<file path="src/hw/max_pool_pkg.sv">
`default_nettype none

package max_pool_pkg;

	// byte offsets of the AXI4-Lite register map
	localparam logic [11:0] reg_ctrl_addr   = 12'h000; // bit0 starts a run
	localparam logic [11:0] reg_status_addr = 12'h004; // bit0 idle, bit1 done
	localparam logic [11:0] reg_width_addr  = 12'h008;
	localparam logic [11:0] reg_height_addr = 12'h00C;
	localparam logic [11:0] reg_chn_addr    = 12'h010;
	localparam logic [11:0] reg_itr_en_addr = 12'h014; // bit0 enables itr

	// the slave never reports an error
	localparam logic [1:0] resp_okay = 2'b00;

	// geometry fields are kept as size minus one
	localparam int dim_width = 16;

	typedef logic [dim_width-1:0] dim_t;

endpackage

`default_nettype wire

</file>
<file path="src/hw/pool_row_buf.sv">
`timescale 1ns/1ns
`default_nettype none

// one row of horizontal pair maxima, written in even rows
// and read back while the following odd row streams in
module pool_row_buf #(
	parameter int data_width = 16,
	parameter int depth      = 32,
	localparam int addr_width = $clog2(depth)
) (
	input  wire                   clk,
	input  wire                   wr_en,
	input  wire [addr_width-1:0]  wr_addr,
	input  wire [data_width-1:0]  wr_data,
	input  wire [addr_width-1:0]  rd_addr,
	output logic [data_width-1:0] rd_data
);

	logic [data_width-1:0] mem [depth];

	always_ff @(posedge clk) begin
		if (wr_en) begin
			mem[wr_addr] <= wr_data;
		end
	end

	// registered read, data one cycle after the address
	always_ff @(posedge clk) begin
		rd_data <= mem[rd_addr];
	end

endmodule

`default_nettype wire

</file>
<file path="src/hw/pool_core.sv">
`timescale 1ns/1ns
`default_nettype none

module pool_core #(
	parameter int data_width    = 16,
	parameter int max_feature_w = 64
) (
	input  wire                       clk,
	input  wire                       rst_n,
	input  wire                       cal_start,
	output wire                       cal_idle,
	output logic                      cal_done,
	input  wire max_pool_pkg::dim_t   feature_w,
	input  wire max_pool_pkg::dim_t   feature_h,
	input  wire max_pool_pkg::dim_t   feature_chn,
	input  wire [data_width-1:0]      s_axis_data,
	input  wire                       s_axis_valid,
	output wire                       s_axis_ready,
	output logic [data_width:0]       res_payload, // {last, pixel}
	output logic                      res_valid,
	input  wire                       res_ready
);
	import max_pool_pkg::*;

	localparam int buf_depth = max_feature_w / 2;
	localparam int buf_aw    = $clog2(buf_depth);

	logic                  busy;
	logic                  feed_done;   // final pixel already taken
	dim_t                  x_cnt;
	dim_t                  y_cnt;
	dim_t                  c_cnt;
	logic                  pix_fire;
	logic                  pair_end;
	logic                  row_end;
	logic                  col_end;
	logic                  pix_last;
	logic                  res_issue;
	logic                  last_taken;
	logic                  buf_wr;
	logic [buf_aw-1:0]     buf_addr;
	logic [data_width-1:0] buf_rd_data;
	logic [data_width-1:0] pix_first;
	logic [data_width-1:0] pair_max;
	logic [data_width-1:0] win_max;

	assign cal_idle     = ~busy;
	assign s_axis_ready = busy & ~feed_done & res_ready;
	assign pix_fire     = s_axis_valid & s_axis_ready;
	assign pair_end     = x_cnt[0]; // odd column closes a pair
	assign row_end      = x_cnt == feature_w;
	assign col_end      = y_cnt == feature_h;
	assign pix_last     = row_end & col_end & (c_cnt == feature_chn);
	assign buf_addr     = x_cnt[buf_aw:1];
	assign buf_wr       = pix_fire & pair_end & ~y_cnt[0];
	assign res_issue    = pix_fire & pair_end & y_cnt[0];
	assign last_taken   = res_valid & res_ready & res_payload[data_width];

	// unsigned pixel compare
	assign pair_max = (s_axis_data > pix_first) ? s_axis_data : pix_first;
	assign win_max  = (buf_rd_data > pair_max) ? buf_rd_data : pair_max;

	// buf_addr is steady for a whole pair, so rd_data is ready by its second pixel
	pool_row_buf #(
		.data_width(data_width),
		.depth(buf_depth)
	) u_row_buf (
		.clk(clk),
		.wr_en(buf_wr),
		.wr_addr(buf_addr),
		.wr_data(pair_max),
		.rd_addr(buf_addr),
		.rd_data(buf_rd_data)
	);

	always_ff @(posedge clk or negedge rst_n) begin
		if (!rst_n) begin
			busy      <= 1'b0;
			feed_done <= 1'b0;
			cal_done  <= 1'b0;
			x_cnt     <= '0;
			y_cnt     <= '0;
			c_cnt     <= '0;
		end else begin
			cal_done <= last_taken;
			if (cal_start && !busy) begin
				busy      <= 1'b1;
				feed_done <= 1'b0;
				x_cnt     <= '0;
				y_cnt     <= '0;
				c_cnt     <= '0;
			end else begin
				if (last_taken) begin
					busy <= 1'b0;
				end
				if (pix_fire) begin
					if (pix_last) begin
						feed_done <= 1'b1;
					end
					if (row_end) begin
						x_cnt <= '0;
						if (col_end) begin
							y_cnt <= '0;
							c_cnt <= c_cnt + dim_t'(1); // next channel
						end else begin
							y_cnt <= y_cnt + dim_t'(1);
						end
					end else begin
						x_cnt <= x_cnt + dim_t'(1);
					end
				end
			end
		end
	end

	always_ff @(posedge clk) begin
		if (pix_fire && !pair_end) begin
			pix_first <= s_axis_data;
		end
		if (res_issue) begin
			res_payload <= {pix_last, win_max};
		end
	end

	always_ff @(posedge clk or negedge rst_n) begin
		if (!rst_n) begin
			res_valid <= 1'b0;
		end else begin
			res_valid <= res_issue; // one cycle, slice always has room
		end
	end

	// relies on the slice keeping a free entry for the cycle after a pixel
	res_no_drop: assert property (@(posedge clk) disable iff (!rst_n)
		res_valid |-> res_ready);

endmodule

`default_nettype wire

</file>
<file path="src/hw/axis_reg_slice.sv">
`timescale 1ns/1ns
`default_nettype none

module axis_reg_slice #(
	parameter type payload_t = logic [15:0]
) (
	input  wire           clk,
	input  wire           rst_n,
	input  wire payload_t s_payload,
	input  wire           s_valid,
	output wire           s_ready,
	output payload_t      m_payload,
	output logic          m_valid,
	input  wire           m_ready
);

	payload_t skid_payload;
	logic     skid_valid; // second entry in use

	assign s_ready = ~skid_valid;

	always_ff @(posedge clk or negedge rst_n) begin
		if (!rst_n) begin
			m_valid    <= 1'b0;
			skid_valid <= 1'b0;
		end else if (skid_valid) begin
			if (m_ready) begin
				skid_valid <= 1'b0; // skid moves to the output
			end
		end else if (s_valid && m_valid && !m_ready) begin
			skid_valid <= 1'b1;
		end else if (s_valid) begin
			m_valid <= 1'b1;
		end else if (m_ready) begin
			m_valid <= 1'b0;
		end
	end

	always_ff @(posedge clk) begin
		if (skid_valid) begin
			if (m_ready) begin
				m_payload <= skid_payload;
			end
		end else if (s_valid) begin
			if (m_valid && !m_ready) begin
				skid_payload <= s_payload;
			end else begin
				m_payload <= s_payload;
			end
		end
	end

	m_stable: assert property (@(posedge clk) disable iff (!rst_n)
		m_valid && !m_ready |=> m_valid && $stable(m_payload));

endmodule

`default_nettype wire

</file>
<file path="src/hw/pool_reg_if.sv">
`timescale 1ns/1ns
`default_nettype none

module pool_reg_if (
	input  wire                       clk,
	input  wire                       rst_n,
	// AXI4-Lite slave
	input  wire [11:0]                s_axi_awaddr,
	input  wire                       s_axi_awvalid,
	output logic                      s_axi_awready,
	input  wire [31:0]                s_axi_wdata,
	input  wire                       s_axi_wvalid,
	output wire                       s_axi_wready,
	output wire [1:0]                 s_axi_bresp,
	output logic                      s_axi_bvalid,
	input  wire                       s_axi_bready,
	input  wire [11:0]                s_axi_araddr,
	input  wire                       s_axi_arvalid,
	output wire                       s_axi_arready,
	output logic [31:0]               s_axi_rdata,
	output wire [1:0]                 s_axi_rresp,
	output logic                      s_axi_rvalid,
	input  wire                       s_axi_rready,
	// pooling core control
	output logic                      cal_start,
	input  wire                       cal_idle,
	input  wire                       cal_done,
	output max_pool_pkg::dim_t        feature_w,
	output max_pool_pkg::dim_t        feature_h,
	output max_pool_pkg::dim_t        feature_chn,
	output wire                       itr
);
	import max_pool_pkg::*;

	logic        wr_fire;
	logic        rd_fire;
	logic        done;
	logic        itr_en;
	logic [31:0] rd_mux;

	assign wr_fire       = s_axi_awready & s_axi_awvalid & s_axi_wvalid;
	assign rd_fire       = s_axi_arvalid & s_axi_arready;
	assign s_axi_wready  = s_axi_awready; // address and data taken in the same cycle
	assign s_axi_arready = ~s_axi_rvalid; // one read in flight at most
	assign s_axi_bresp   = resp_okay;
	assign s_axi_rresp   = resp_okay;
	assign itr           = done & itr_en;

	always_ff @(posedge clk or negedge rst_n) begin
		if (!rst_n) begin
			s_axi_awready <= 1'b0;
			s_axi_bvalid  <= 1'b0;
		end else begin
			// single cycle pulse, never while a response waits
			s_axi_awready <= s_axi_awvalid & s_axi_wvalid & ~s_axi_awready & ~s_axi_bvalid;
			if (wr_fire) begin
				s_axi_bvalid <= 1'b1;
			end else if (s_axi_bready) begin
				s_axi_bvalid <= 1'b0;
			end
		end
	end

	always_ff @(posedge clk or negedge rst_n) begin
		if (!rst_n) begin
			cal_start   <= 1'b0;
			feature_w   <= '0;
			feature_h   <= '0;
			feature_chn <= '0;
			itr_en      <= 1'b0;
		end else begin
			cal_start <= wr_fire && s_axi_awaddr == reg_ctrl_addr && s_axi_wdata[0] && cal_idle;
			if (wr_fire) begin
				case (s_axi_awaddr)
					reg_width_addr:  feature_w   <= s_axi_wdata[dim_width-1:0];
					reg_height_addr: feature_h   <= s_axi_wdata[dim_width-1:0];
					reg_chn_addr:    feature_chn <= s_axi_wdata[dim_width-1:0];
					reg_itr_en_addr: itr_en      <= s_axi_wdata[0];
					default: ;
				endcase
			end
		end
	end

	// sticky done, write 1 to clear; a new completion wins over the clear
	always_ff @(posedge clk or negedge rst_n) begin
		if (!rst_n) begin
			done <= 1'b0;
		end else if (cal_done) begin
			done <= 1'b1;
		end else if (wr_fire && s_axi_awaddr == reg_status_addr && s_axi_wdata[1]) begin
			done <= 1'b0;
		end
	end

	always_comb begin
		rd_mux = '0; // ctrl and unmapped offsets read as zero
		case (s_axi_araddr)
			reg_status_addr: rd_mux[1:0]           = {done, cal_idle};
			reg_width_addr:  rd_mux[dim_width-1:0] = feature_w;
			reg_height_addr: rd_mux[dim_width-1:0] = feature_h;
			reg_chn_addr:    rd_mux[dim_width-1:0] = feature_chn;
			reg_itr_en_addr: rd_mux[0]             = itr_en;
			default: ;
		endcase
	end

	always_ff @(posedge clk) begin
		if (rd_fire) begin
			s_axi_rdata <= rd_mux;
		end
	end

	always_ff @(posedge clk or negedge rst_n) begin
		if (!rst_n) begin
			s_axi_rvalid <= 1'b0;
		end else if (rd_fire) begin
			s_axi_rvalid <= 1'b1;
		end else if (s_axi_rready) begin
			s_axi_rvalid <= 1'b0;
		end
	end

	bvalid_held: assert property (@(posedge clk) disable iff (!rst_n)
		s_axi_bvalid && !s_axi_bready |=> s_axi_bvalid);

	// core drops idle right after the pulse, so no second start follows
	start_single: assert property (@(posedge clk) disable iff (!rst_n)
		cal_start |=> !cal_start);

endmodule

`default_nettype wire

</file>
<file path="src/hw/axi_max_pool.sv">
`timescale 1ns/1ns
`default_nettype none

module axi_max_pool #(
	parameter int data_width    = 16,
	parameter int max_feature_w = 64
) (
	input  wire                  clk,
	input  wire                  rst_n,
	// register port
	input  wire [11:0]           s_axi_awaddr,
	input  wire                  s_axi_awvalid,
	output wire                  s_axi_awready,
	input  wire [31:0]           s_axi_wdata,
	input  wire                  s_axi_wvalid,
	output wire                  s_axi_wready,
	output wire [1:0]            s_axi_bresp,
	output wire                  s_axi_bvalid,
	input  wire                  s_axi_bready,
	input  wire [11:0]           s_axi_araddr,
	input  wire                  s_axi_arvalid,
	output wire                  s_axi_arready,
	output wire [31:0]           s_axi_rdata,
	output wire [1:0]            s_axi_rresp,
	output wire                  s_axi_rvalid,
	input  wire                  s_axi_rready,
	// pixel streams
	input  wire [data_width-1:0] s_axis_data,
	input  wire                  s_axis_valid,
	output wire                  s_axis_ready,
	output wire [data_width-1:0] m_axis_data,
	output wire                  m_axis_last,
	output wire                  m_axis_valid,
	input  wire                  m_axis_ready,
	output wire                  itr
);
	import max_pool_pkg::*;

	typedef struct packed {
		logic                  last;
		logic [data_width-1:0] data;
	} pool_res_t;

	logic      cal_start;
	logic      cal_idle;
	logic      cal_done;
	dim_t      feature_w;
	dim_t      feature_h;
	dim_t      feature_chn;
	pool_res_t res_payload;
	pool_res_t out_payload;
	logic      res_valid;
	logic      res_ready;

	assign m_axis_data = out_payload.data;
	assign m_axis_last = out_payload.last;

	pool_reg_if u_reg_if (
		.clk(clk), .rst_n(rst_n),
		.s_axi_awaddr(s_axi_awaddr), .s_axi_awvalid(s_axi_awvalid),
		.s_axi_awready(s_axi_awready), .s_axi_wdata(s_axi_wdata),
		.s_axi_wvalid(s_axi_wvalid), .s_axi_wready(s_axi_wready),
		.s_axi_bresp(s_axi_bresp), .s_axi_bvalid(s_axi_bvalid), .s_axi_bready(s_axi_bready),
		.s_axi_araddr(s_axi_araddr), .s_axi_arvalid(s_axi_arvalid),
		.s_axi_arready(s_axi_arready), .s_axi_rdata(s_axi_rdata),
		.s_axi_rresp(s_axi_rresp), .s_axi_rvalid(s_axi_rvalid), .s_axi_rready(s_axi_rready),
		.cal_start(cal_start), .cal_idle(cal_idle), .cal_done(cal_done),
		.feature_w(feature_w), .feature_h(feature_h), .feature_chn(feature_chn),
		.itr(itr)
	);

	pool_core #(
		.data_width(data_width),
		.max_feature_w(max_feature_w)
	) u_core (
		.clk(clk), .rst_n(rst_n),
		.cal_start(cal_start), .cal_idle(cal_idle), .cal_done(cal_done),
		.feature_w(feature_w), .feature_h(feature_h), .feature_chn(feature_chn),
		.s_axis_data(s_axis_data), .s_axis_valid(s_axis_valid), .s_axis_ready(s_axis_ready),
		.res_payload(res_payload), .res_valid(res_valid), .res_ready(res_ready)
	);

	// output slice decouples the core from downstream stalls
	axis_reg_slice #(
		.payload_t(pool_res_t)
	) u_out_slice (
		.clk(clk), .rst_n(rst_n),
		.s_payload(res_payload), .s_valid(res_valid), .s_ready(res_ready),
		.m_payload(out_payload), .m_valid(m_axis_valid), .m_ready(m_axis_ready)
	);

endmodule

`default_nettype wire

</file>
<file path="config.mk">
export PLATFORM = sky130hd
export DESIGN_NAME = axi_max_pool
export DESIGN_NICKNAME = d
export VERILOG_FILES = /design/src/hw/max_pool_pkg.sv /design/src/hw/pool_row_buf.sv /design/src/hw/pool_core.sv /design/src/hw/axis_reg_slice.sv /design/src/hw/pool_reg_if.sv /design/src/hw/axi_max_pool.sv
export SDC_FILE = /design/constraint.sdc
export NUM_CORES = 1
export LEC_CHECK = 0
export BUFFER_PORTS_ARGS = -buffer_cell sky130_fd_sc_hd__buf_2
export CAP_MARGIN = 20
export CORE_ASPECT_RATIO = 0.6
export CORE_MARGIN = 2
export CORE_UTILIZATION = 45
export CTS_CLUSTER_SIZE = 10
export DETAILED_ROUTE_END_ITERATION = 10
export PLACE_DENSITY = 0.6
export SLEW_MARGIN = 20
export SYNTH_ARGS = -nofsm -noshare
export SYNTH_HDL_FRONTEND = slang
export SYNTH_HIERARCHICAL = 1
export SYNTH_SLANG_ARGS = --single-unit
</file>
<file path="constraint.sdc">
create_clock -name clk -period 11.2 [get_ports clk]
set_input_delay 2.24 -clock clk [delete_from_list [all_inputs] [get_ports clk]]
set_output_delay 2.24 -clock clk [all_outputs]
set_load 0.005 [all_outputs]
</file>
Word-level counts from Yosys, hierarchy flattened:

Memories as Yosys holds them, arrays and structs flattened. A register that Yosys moved wholly into a read port is not among the register bits.
Cells that the tools add are included.

* word-level logic and storage cells: 143
* output and inout bits: 61
* memory bits (read-only): 0
* RAM bits: 512
* register bits: 191
* latch bits: 0
* memories kept: 1

Memory list
* u_core.u_row_buf.mem: depth 32, bits a word 16, read ports 1, clocked after Yosys merged registers in 1, write ports 1, RTL line pool_row_buf.sv:19 `logic [data_width-1:0] mem [depth];`

* $lt $le $gt $ge: 2
* shifts and indexed selects: 0
* muxes and demuxes: 38
* multiply operators: 0
* add/subtract/negate cells: 3
* divide/modulo/power cells: 0
* reductions and logical operators: 34
* bitwise gates (word level): 25
* equality and inequality tests: 15

Operator list (number)
* $mux W16: 13
* $mux W17: 4
* $add A16 B1 Y16 const B: 3
* $eq A12 B4 Y1 const B: 4
* $eq A12 B5 Y1 const B: 4
* $eq A16 B16 Y1: 3
* $pmux W14 S3: 1
* $gt A16 B16 Y1: 2
* $eq A12 B3 Y1 const B: 2
* $reduce_bool A2 Y1: 10
* $mux W1: 18
* $and A1 B1 Y1: 17
* $logic_not A12 Y1: 1
* $reduce_and A2 Y1: 6
* $reduce_and A3 Y1: 4
* $logic_and A1 B1 Y1: 10
* $not A1 Y1: 8
* $pmux W1 S5: 1
* $pmux W1 S4: 1
* $logic_not A1 Y1: 3
* $ne A2 B1 Y1 const B: 1
* $ne A2 B2 Y1 const B: 1

Longest topological paths before layout:

Gate-level depths: netlist of the first run.

* word-level depth: 8
* gate-level depth with buffers: 18

By module:

Netlist of the first run, hierarchy kept.

Modules (own cells, without submodules)
* pool_row_buf: instances 1, sequential area each 15695.1 um^2, cells an instance 1143, area each 20535.9 um^2
* pool_core: instances 1, sequential area each 2292.2 um^2, cells an instance 601, area each 5715.5 um^2
* pool_reg_if: instances 1, sequential area each 1831.8 um^2, cells an instance 244, area each 3325.7 um^2
* axis_reg_slice: instances 1, sequential area each 1071.0 um^2, cells an instance 63, area each 1337.5 um^2

Worst setup path before layout of the first run:

Ideal clock, no wire load.

* kind: input -> register
* from: input s_axis_data[15]
* to: register u_core.res_payload[12], data pin
* arrival time: 6.533 ns
* stages on the path: 16
* data required time: 10.939 ns
* setup slack: 4.405 ns
* cell sequence: ha_1 nand4_2 nor4_4 o21ai_2 and3_1 buf_2 o211ai_1 inv_1 ha_1 a21o_1 a21o_1 a21oi_1 a211oi_1 o31ai_2 buf_2 mux2_2

* longest elaborated chain between the ends: 4

Ends and longest elaborated chain
* start, declared: RTL line axi_max_pool.sv:28 `input wire [data_width-1:0] s_axis_data,`
* $gt A16 B16 Y1: RTL line pool_core.sv:60 `assign pair_max = (s_axis_data > pix_first) ? s_axis_data : pix_first;`
* $mux W16: RTL line pool_core.sv:60
* named net u_core.pair_max[5]: RTL line pool_core.sv:44 `logic [data_width-1:0] pair_max;`
* $gt A16 B16 Y1: RTL line pool_core.sv:61 `assign win_max = (buf_rd_data > pair_max) ? buf_rd_data : pair_max;`
* $mux W16: RTL line pool_core.sv:61
* named net u_core.win_max[12]: RTL line pool_core.sv:45 `logic [data_width-1:0] win_max;`
* end signal, assigned: RTL line pool_core.sv:121 `res_payload <= {pix_last, win_max};`
* end, declared: RTL line pool_core.sv:19 `output logic [data_width:0] res_payload,`

The timed path passes the listed nets, and every way through them passes these cells.
A chain may end at the register's enable or synchronous reset.

Worst setup path after layout of the first run:

* from: input s_axis_data[15]
* to: register u_core.res_payload[9], data pin

* longest elaborated chain between the ends: 4

Ends and longest elaborated chain (RTL line)
* $gt A16 B16 Y1 *: pool_core.sv:60
* $mux W16 *: pool_core.sv:60
* named net u_core.pair_max[9]: pool_core.sv:44
* $gt A16 B16 Y1: pool_core.sv:61
* $mux W16 *: pool_core.sv:61
* named net u_core.win_max[9]: pool_core.sv:45

Mark *: on every way through the listed nets, which the timed path passes. The rest lies on a longest branch.

==> results.yml, run 1 <==
run_status:
  status: "finished, final reports clean"
sta:
  finalSetupViolations: 0
  tightest_slew_ns: 1.14
  max_freq_mhz: 142
  relSlewSlack_pct: 24.1
  slew_viol_final: 0
  period_needed_ns: 7.04
  hold_violations: 0
  fin_crit_sh_pct: 62.8
  fin_skew_ns: 0.0279
  fin_setup_tns_ns: 0
  rsz0062_at_grt: "false"
grt:
  track_usage_pct: 22.0
  grt_pass1_vias: 17619
  antenna_found_initial: 4
  grt_max_degree: 117
  grt_pass1_wl_um: 115000
  grt_overflow_total: 0
clocking:
  cts_tree: "yes"
  clk_path_buf_depth: 3
  cts.sinks: 719
  insertion_delay_ns: 0.64
  post_cts_buffers: 0
  hold_buffers: 0
  clock-root-buffer: "clkbuf_16"
  cts_buffers: 82
  htreeDepth: 3
  cts.clk_slew.worst_paths_ns: 0.05
  cts-resized-gates: 0
setup_path:
  r2r-start: "u_core/pix_first[15]"
  cp_num_buf_inv: 3
  arrival_ns: 7.40
  start_kind: "primary input"
  crit_path_cell_trace: "buf_2 -> ha_1 -> nand4_2 -> nor4_4 -> o21ai_2 -> and3_1 -> o211ai_1 -> inv_1 -> ha_1 -> a21oi_1 -> nor2_1 -> a211oi_1 -> o21ai_0 -> o31ai_2 -> buf_4 -> mux2_2"
  cpPeakStageDelay_ns: 1.00
  r2r-end: "u_core/res_payload[9]"
  cpMostUsedCell: "ha_1"
  cp_data_required_time_ns: 11.56
  crit_path_end_kind: "register"
  critical_path_class: "primary input to register"
  critical_path.top_delay_family: "compound AO/OA/AOI/OAI gates"
  crit_fanout: 17
  critPathSlowestCell: "o211ai_1"
  r2r_slack_ns: 5.49
  r2r_cells: 16
cells_and_area:
  instances_no_fill: 3175
  design_area_sq_mm: 0.0347
  nets: 2322
  fillers: 5673
  drive_above_1_share_pct: 17.6
  area_delta_synth_final_pct: 12.2
run:
  drv_cap: 0
drt:
  viasPerCell: 5.82
  vias: 18472
  dr.pass1.iters: 5
  totalWireLength_um: 78800
  drt-initial-drc-count: 2048
  drc: 0
  ant_nets: 0
  post_drt_wl_per_cell_um: 24.8
worst_hold_path:
  whs_path_depth: 0
  hold_class: "register to register"
  hold_start: "u_core/res_payload[14]"
  min_to: "u_out_slice/skid_payload[14]"
pwr:
  ir_drop_uv: 103
  p_leak_nw: 12.1
  power_density_mw_per_mm2: 158
synth:
  synth_top_area_share_pct: 57.8
  netlist_instances: 2051
  synth_edf_count: 595
  async_reset_ff_share_pct: 15.0
  avgSynthCellArea_sq_um: 15.1
  netlist_top_cells_area: "edfxtp_1 58%, dfrtp_1 8.7%, mux2i_1 8.4%"
  synthTopCellsByCount: "595 x edfxtp_1, 259 x mux2i_1, 108 x dfrtp_1"
  netlist_area_sq_mm: 0.0309
  synthFlopType: "edfxtp_1"
  yosysUniqueCellTypes: 72
  yosys_warnings: 6
  ys_seq_area_share_pct: 67.6
  yosysMostFrequentCell: "edfxtp_1"
  synth_top_area_cell: "edfxtp_1"
  ys_ff_latch: 719
floorplan:
  initial_core_util_pct: 45.5
  die_area_sq_mm: 0.0709
  rows: 74
  pin_count: 142
  die_h_um: 207
  die_x_um: 342
  core_area_sq_mm: 0.0680
placed_design:
  dp_hpwl_um: 49900
  dpl_cell_area_sq_mm: 0.0323
  dp_cells: 3034
  io_buffer_count: 105
  routabilityCongestion: 0.850
registers in the layout, indices dropped and copies added (netlist names), 16 cells and up:
name                      flops
u_reg_if/feature_chn         16
u_core/c_cnt                 16
u_core/res_payload           17
u_reg_if/s_axi_rdata         16
u_core/y_cnt                 16
u_out_slice/m_payload        17
u_core/u_row_buf/mem        512
u_core/u_row_buf/rd_data     16
u_reg_if/feature_w           16
u_reg_if/feature_h           16
u_out_slice/skid_payload     17
u_core/x_cnt                 16
u_core/pix_first             16
per-layer routing:
metal,GRT usage (%),vias to the layer above,routed length (um)
li1,-,8188,-
met1,36.0,9467,38400
met4,5.32,0,1420
met5,0,-,0
met2,28.4,722,31500
met3,5.84,95,7530
area by class of cell:
cell class,count,area [sq um],share of cell area [%]
diodes,1,2.50,0.00721
clock buffers,134,2300,6.63
clock inverters,6,66.3,0.191
inverters,41,154,0.444
multi-input cells,1189,9080,26.2
flip-flops and latches,719,20900,60.2
well taps,912,1140,3.29
repair buffers,173,1050,3.03
report_power, final:
group          leakage, nW  internal (W)  switching (W)  total (W)
registers             6.86       0.00291     0.00000185    0.00291
logic                 4.12     0.0000363      0.0000985   0.000135
clock network         1.13       0.00140        0.00103    0.00243
total                 12.1       0.00434        0.00113    0.00547
worst max path at each step:
stage                               start                endpoint  slack (ns)  cells after the start
after detailed placement  s_axis_data[15]   u_core/res_payload[9]        3.64                     16
after floorplan           s_axis_data[15]  u_core/res_payload[12]        4.41                     16
after global placement    s_axis_data[15]   u_core/res_payload[9]        3.67                     16
after CTS                 s_axis_data[15]   u_core/res_payload[9]        4.29                     16
final                     s_axis_data[15]   u_core/res_payload[9]        4.16                     16
after global routing      s_axis_data[15]  u_core/res_payload[13]        3.90                     16
placed cells by master, fill, tap and decap left out, types with 34 or more instances in the layout:
master / n
edfxtp_1: 595
mux2_2: 99
dfrtp_1: 107
inv_1: 40
a21oi_1: 57
nand3_1: 50
nor2_1: 100
clkbuf_1: 49
clkbuf_16: 84
a22o_1: 34
nand4_1: 49
nand2_1: 103
ha_1: 35
xor2_1: 66
buf_2: 104
a22oi_1: 64
mux2i_1: 259
buf_4: 68
metrics by stage:
stage	setup WS, ns	hold WS (ns)	power [W]	utilization (%)
final	4.16	0.452	0.00547	51.0
after CTS	4.29	0.452	0.00552	51.0
after detailed placement	3.64	0.437	0.00310	47.6
after floorplan	4.41	0.422	0.00303	-
after global routing	3.90	0.464	0.00564	51.0
after global placement	3.67	0.437	0.00309	47.6
logic make-up (layout without fill, tap and decap cells):
kind of cell             after synthesis  count (layout)  share of synthesized area [%]
AND/OR/NAND/NOR                      441             441                           7.51
adder cells (fa/ha/maj)               35              35                           1.42
buffers and inverters                162             354                           3.38
flip-flops                           719             719                           67.6
multiplexers                         358             358                           12.0
other                                  1              21                         0.0121
XOR/XNOR                              70              70                           1.98
AO/OA/AOI/OAI                        265             265                           6.14
No activity file was read; power rests on OpenSTA's default activity.
==> inputs of run 2 (changes only) <==
Settings changed: ABC_AREA from default to 1.
Clock period 11.2 ns to 7.2 ns, I/O delays scaled along.
==> run 2 against run 1 <==
- global-route usage is 1.6 points higher
- clock skew rose by 0.00077 ns
- critical path type unchanged
- first-iteration DRC count grew 36%
- non-clock buffer count decreased by 8
- largest cell class unchanged
==> results.yml, run 2 <==
run_status:
  status: "finished, final reports clean"
drt:
  drc: 0
  viasPerCell: 5.38
  ant_nets: 0
  drt-initial-drc-count: 2788
  post_drt_wl_per_cell_um: 20.2
  totalWireLength_um: 87300
  dr.pass1.iters: 6
  vias: 23161
worst_hold_path:
  hold_class: "register to register"
  whs_path_depth: 2
  hold_start: "u_core/cal_done"
  min_to: "u_reg_if/done"
setup_path:
  r2r_cells: 21
  start_kind: "primary input"
  crit_fanout: 33
  cp_data_required_time_ns: 7.70
  arrival_ns: 5.58
  r2r-end: "u_core/res_payload[5]"
  critical_path_class: "primary input to register"
  r2r-start: "u_core/pix_first[11]"
  crit_path_end_kind: "register"
  r2r_slack_ns: 2.65
pwr:
  p_int_w: 0.00673
  switching_share_pct: 21.1
  p_switching_w: 0.00180
  p_seq_share_pct: 53.1
  power_density_mw_per_mm2: 236
  clkPwrFrac_pct: 44.5
  total_power_w: 0.00853
  p_leak_nw: 14.6
  p_comb_share_pct: 2.4
  ir_drop_uv: 186
synth:
  yosys_warnings: 6
  netlist_instances: 3176
  synth_top_area_share_pct: 54.9
  yosysMostFrequentCell: "nand2_1"
  avgSynthCellArea_sq_um: 10.3
  synth_edf_count: 595
  netlist_area_sq_mm: 0.0326
  synth_top_area_cell: "edfxtp_1"
  synthTopCellsByCount: "1165 x nand2_1, 595 x edfxtp_1, 493 x nand3_1"
  yosysUniqueCellTypes: 46
  ys_ff_latch: 719
  async_reset_ff_share_pct: 15.0
  netlist_top_cells_area: "edfxtp_1 55%, nand2_1 13%, dfrtp_1 8.3%"
  ys_seq_area_share_pct: 64.2
  synthFlopType: "edfxtp_1"
placed_design:
  io_buffer_count: 105
  dp_hpwl_um: 54000
  place_ws_ns: 1.53
  routabilityCongestion: 0.885
clocking:
  cts.clk_slew.worst_paths_ns: 0.06
  clock-root-buffer: "clkbuf_16"
  cts_buffers: 82
  cts_tree: "yes"
  cts.sinks: 719
  insertion_delay_ns: 0.65
  hold_buffers: 0
  clk_path_buf_depth: 3
  cts-resized-gates: 0
  htreeDepth: 3
  post_cts_buffers: 0
grt:
  grt_pass1_wl_um: 132000
  antenna_found_initial: 0
  track_usage_pct: 23.6
  grt_overflow_total: 0
  grt_pass1_vias: 21928
  grt_max_degree: 185
floorplan:
  core_area_sq_mm: 0.0717
  die_area_sq_mm: 0.0746
  initial_core_util_pct: 45.4
  die_h_um: 212
  rows: 76
  die_x_um: 351
  pin_count: 142
run:
  drv_cap: 0
cells_and_area:
  largest-register: "u_core/u_row_buf/mem"
  drive_above_1_share_pct: 11.6
  layout_commonest_cell: "nand2_1"
  area_delta_synth_final_pct: 11.1
  fillers: 6408
  nets: 3393
  largest_register_ffs: 512
  final_util_pct: 50.4
  layout_common_cells: "1165 x nand2_1, 595 x edfxtp_1, 493 x nand3_1"
sta:
  fin_skew_ns: 0.0287
  finalSetupViolations: 0
  period_needed_ns: 5.08
  relSlewSlack_pct: 28.0
  hold_violations: 0
  max_freq_mhz: 197
  hold_slack_ns: 0.430
  slew_viol_final: 0
  rsz0062_at_grt: "false"
  fin_setup_tns_ns: 0
  postLayoutSetupSlackWorst_ns: 2.12
  fin_crit_sh_pct: 70.5
  tightest_slew_ns: 1.08
run 2: changes by cell type in the layout (fill, tap and decap cells not counted), sizes merged, moves of 38 or more:
cell / before / now
a22oi: 64 / 0
inv: 45 / 178
mux2: 99 / 0
mux2i: 259 / 0
nand2: 103 / 1183
nand3: 51 / 507
nor2: 103 / 168
o21ai: 24 / 81
xor2: 66 / 28
run 2: per-layer routing:
layer,up-vias,routed length [um],GRT usage (%)
met5,-,0,0
met4,0,1410,5.25
met3,106,8280,5.21
met2,926,35600,32.6
met1,11288,41900,37.5
li1,10841,-,-
run 2: cells by family after synthesis:
kind of cell	count (synthesis)	share of synthesized area [%]
and+or+nand+nor	1929	25.4
DFF	719	64.2
buffers and inverters	349	5.89
AOI/OAI and AO/OA	109	2.23
adders and majority gates	35	1.35
xor gates and xnor gates	34	0.915
other	1	0.0115
run 2: metrics by stage:
step,std cells,area [sq um]
2_1_floorplan,3195,32600
3_3_place_gp,4160,33600
3_5_place_dp,4160,33600
4_1_cts,4299,36000
5_1_grt,4307,36200
6_report,4309,36200
run 2: worst max path at each step:
| stage | from | endpoint | slack (ns) | depth (start not counted) |
|---|---|---|---|---|
| CTS | s_axis_data[11] | u_core/res_payload[12] | 2.20 | 21 |
| global route | s_axis_data[11] | u_core/res_payload[10] | 1.73 | 21 |
| floorplan | s_axis_data[7] | u_core/res_payload[10] | 2.84 | 23 |
| finish | s_axis_data[11] | u_core/res_payload[5] | 2.12 | 21 |
| global placement | s_axis_data[15] | u_core/res_payload[12] | 1.58 | 21 |
| detailed placement | s_axis_data[11] | u_core/res_payload[12] | 1.53 | 21 |
run 2: area by class of cell:
class	count	area [sq um]	share of cell area, %
Timing Repair Buffer	165	1120	3.10
Clock inverter	10	140	0.388
Clock buffer	129	2250	6.22
Antenna cell	2	5.00	0.0138
Inverter	182	692	1.91
Tap cell	975	1220	3.37
Multi-Input combinational cell	2127	9830	27.2
Sequential cell	719	20900	57.8
run 2: critical path, stage by stage:
cell	delay (ns)
buf_2	0.12
ha_1	0.31
nand4_1	0.13
nor3_2	0.19
nand3_1	0.52
nand2_2	0.50
nand2_1	0.11
and2_1	0.16
buf_4	0.23
ha_1	0.22
inv_1	0.05
a21oi_1	0.05
o21ai_0	0.16
nand2_1	0.07
nand2_1	0.06
nand2_1	0.05
nand2_1	0.05
nand2_1	0.35
inv_1	0.54
nand2_1	0.12
nand2_1	0.11
run 2: power by group through the flow:
stage               logic (W)  clock network [W]  registers, W
floorplan           0.0000971                  0       0.00461
finish               0.000204            0.00379       0.00453
CTS                  0.000192            0.00387       0.00453
detailed placement   0.000191                  0       0.00461
global route         0.000228            0.00404       0.00452
global placement     0.000184                  0       0.00461
==> inputs of run 3 (changes only) <==
Clock period 7.2 ns to 4.8 ns, I/O delays scaled along.
==> run 3 against run 2 <==
- sequential cell count unchanged
- wire length increased by 1.1%
- sequential power rose by 50%
- register-to-register slack worse by 1.5 ns
- via count increased by 0.63%
- sequential share of layout area barely moved
- clock power is 49% higher
- critical endpoint is now u_core/res_payload[0]
- largest cell class unchanged
- largest power group unchanged
- highest routed layer unchanged
==> results.yml, run 3 (synthesis gave the netlist of run 2 again) <==
placed_design:
  dp_cells: 4176
  dp_hpwl_um: 55500
  routabilityCongestion: 0.874
  dpl_cell_area_sq_mm: 0.0337
  io_buffer_count: 105
clocking:
  insertion_delay_ns: 0.66
  clk_path_buf_depth: 3
  cts-resized-gates: 0
  htreeDepth: 3
  cts.clk_slew.worst_paths_ns: 0.06
  hold_buffers: 0
  cts_buffers: 82
  cts_tree: "yes"
  clock-root-buffer: "clkbuf_16"
  post_cts_buffers: 0
  cts.sinks: 719
sta:
  period_needed_ns: 3.70
  fin_setup_tns_ns: 0
  slew_viol_final: 0
  tightest_slew_ns: 1.04
  rsz0062_at_grt: "false"
  fin_skew_ns: 0.0233
  hold_violations: 0
  max_freq_mhz: 270
  finalSetupViolations: 0
  fin_crit_sh_pct: 77.1
  relSlewSlack_pct: 30.0
cells_and_area:
  final_util_pct: 50.4
  design_area_sq_mm: 0.0361
  nets: 3403
  multiInputGateArea_sq_mm: 0.00983
  drive_above_1_share_pct: 11.7
  layout_common_cells: "1165 x nand2_1, 595 x edfxtp_1, 493 x nand3_1"
  fillers: 6393
  area_delta_synth_final_pct: 11.0
  layout_commonest_cell: "nand2_1"
  largest-register: "u_core/u_row_buf/mem"
  instances_no_fill: 4306
  largest_register_ffs: 512
  register_area_sq_mm: 0.0209
drt:
  post_drt_wl_per_cell_um: 20.5
  viasPerCell: 5.41
  vias: 23306
  totalWireLength_um: 88200
  ant_nets: 0
  drc: 0
  dr.pass1.iters: 5
  drt-initial-drc-count: 2717
floorplan:
  core_area_sq_mm: 0.0717
  die_h_um: 212
  die_area_sq_mm: 0.0746
  pin_count: 142
  die_x_um: 351
  initial_core_util_pct: 45.4
  rows: 76
setup_path:
  cpPeakStageDelay_ns: 0.37
  arrival_ns: 4.20
  r2r_cells: 22
  crit_fanout: 17
  critical_path_class: "primary input to register"
  critPathSlowestCell: "inv_1"
  crit_path_cell_trace: "buf_2 -> ha_1 -> a21oi_1 -> o21ai_0 -> a21oi_1 -> nand2_1 -> nand2_2 -> nand2_1 -> and2_1 -> ha_1 -> inv_1 -> a21oi_1 -> o21ai_0 -> nand2_1 -> nand2_1 -> nand2_1 -> nand2_1 -> nand2_1 -> buf_4 -> inv_1 -> nand2_1 -> nand2_1"
  start_kind: "primary input"
  cp_data_required_time_ns: 5.30
  crit_path_end_kind: "register"
  cpMostUsedCell: "nand2_1"
pwr:
  p_switching_w: 0.00273
  ir_drop_uv: 305
  clkPwrFrac_pct: 44.4
  p_seq_share_pct: 53.2
  p_int_w: 0.0100
  power_density_mw_per_mm2: 353
  p_leak_nw: 14.6
  switching_share_pct: 21.4
  p_comb_share_pct: 2.4
run_status:
  status: "finished, final reports clean"
grt:
  grt_pass1_vias: 21629
  grt_overflow_total: 0
  grt_pass1_wl_um: 133000
  antenna_found_initial: 0
  globalRouteMet1Util_pct: 38.0
  met3_usage_pct: 6.54
  busiest_layer: "met1"
  track_usage_pct: 23.8
  grt_max_degree: 103
  met2_usage_pct: 31.7
run:
  drv_cap: 0
worst_hold_path:
  hold_class: "primary input to asynchronous set/reset pin"
## run 3: worst paths after layout
path | from | to | slack [ns]
max in group asynchronous | rst_n | u_reg_if/feature_chn[0] | 3.44
setup / recovery | s_axis_data[11] | u_core/res_payload[0] | 1.10
setup reg to reg | u_core/pix_first[11] | u_core/res_payload[0] | 1.15
hold reg to reg | u_core/cal_done | u_reg_if/done | 0.43
min in group clk | u_core/cal_done | u_reg_if/done | 0.43
hold / removal | rst_n | u_reg_if/feature_w[13] | 0.20
## run 3: power groups by stage
stage	Combinational, W	Clock [W]	Sequential [W]
after global routing	0.000349	0.00603	0.00679
after CTS	0.000306	0.00577	0.00679
after global placement	0.000289	0	0.00692
final	0.000312	0.00566	0.00679
after floorplan	0.000146	0	0.00692
after detailed placement	0.000306	0	0.00692
## run 3: per-layer routing
metal  share of wire (%)  routed length, um
met4                 1.5               1280
met2                  40              35100
met1                  48              42500
met5                   0                  0
met3                  11               9380
## run 3: through the flow
stage / worst slack (ns) / power [W] / hold WS (ns)
after floorplan: 0.919 / 0.00706 / 0.409
after global placement: 0.579 / 0.00721 / 0.425
after detailed placement: 0.490 / 0.00722 / 0.418
after CTS: 1.17 / 0.0129 / 0.437
after global routing: 0.849 / 0.0132 / 0.195
final: 1.10 / 0.0128 / 0.201
## run 3: layout make-up
| type | instances | area share [%] |
|---|---|---|
| Sequential cell | 719 | 57.8 |
| Clock buffer | 118 | 6.05 |
| Antenna cell | 1 | 0.00692 |
| Timing Repair Buffer | 175 | 3.15 |
| Tap cell | 975 | 3.37 |
| Clock inverter | 9 | 0.516 |
| Inverter | 182 | 1.91 |
| Multi-Input combinational cell | 2127 | 27.2 |
## run 3: critical path: cells and delay by family
kind,cells,cell delay (ns)
buffers and inverters,4,0.73
AOI/OAI and AO/OA,5,0.76
adders and majority gates,2,0.50
and+or+nand+nor,11,1.23
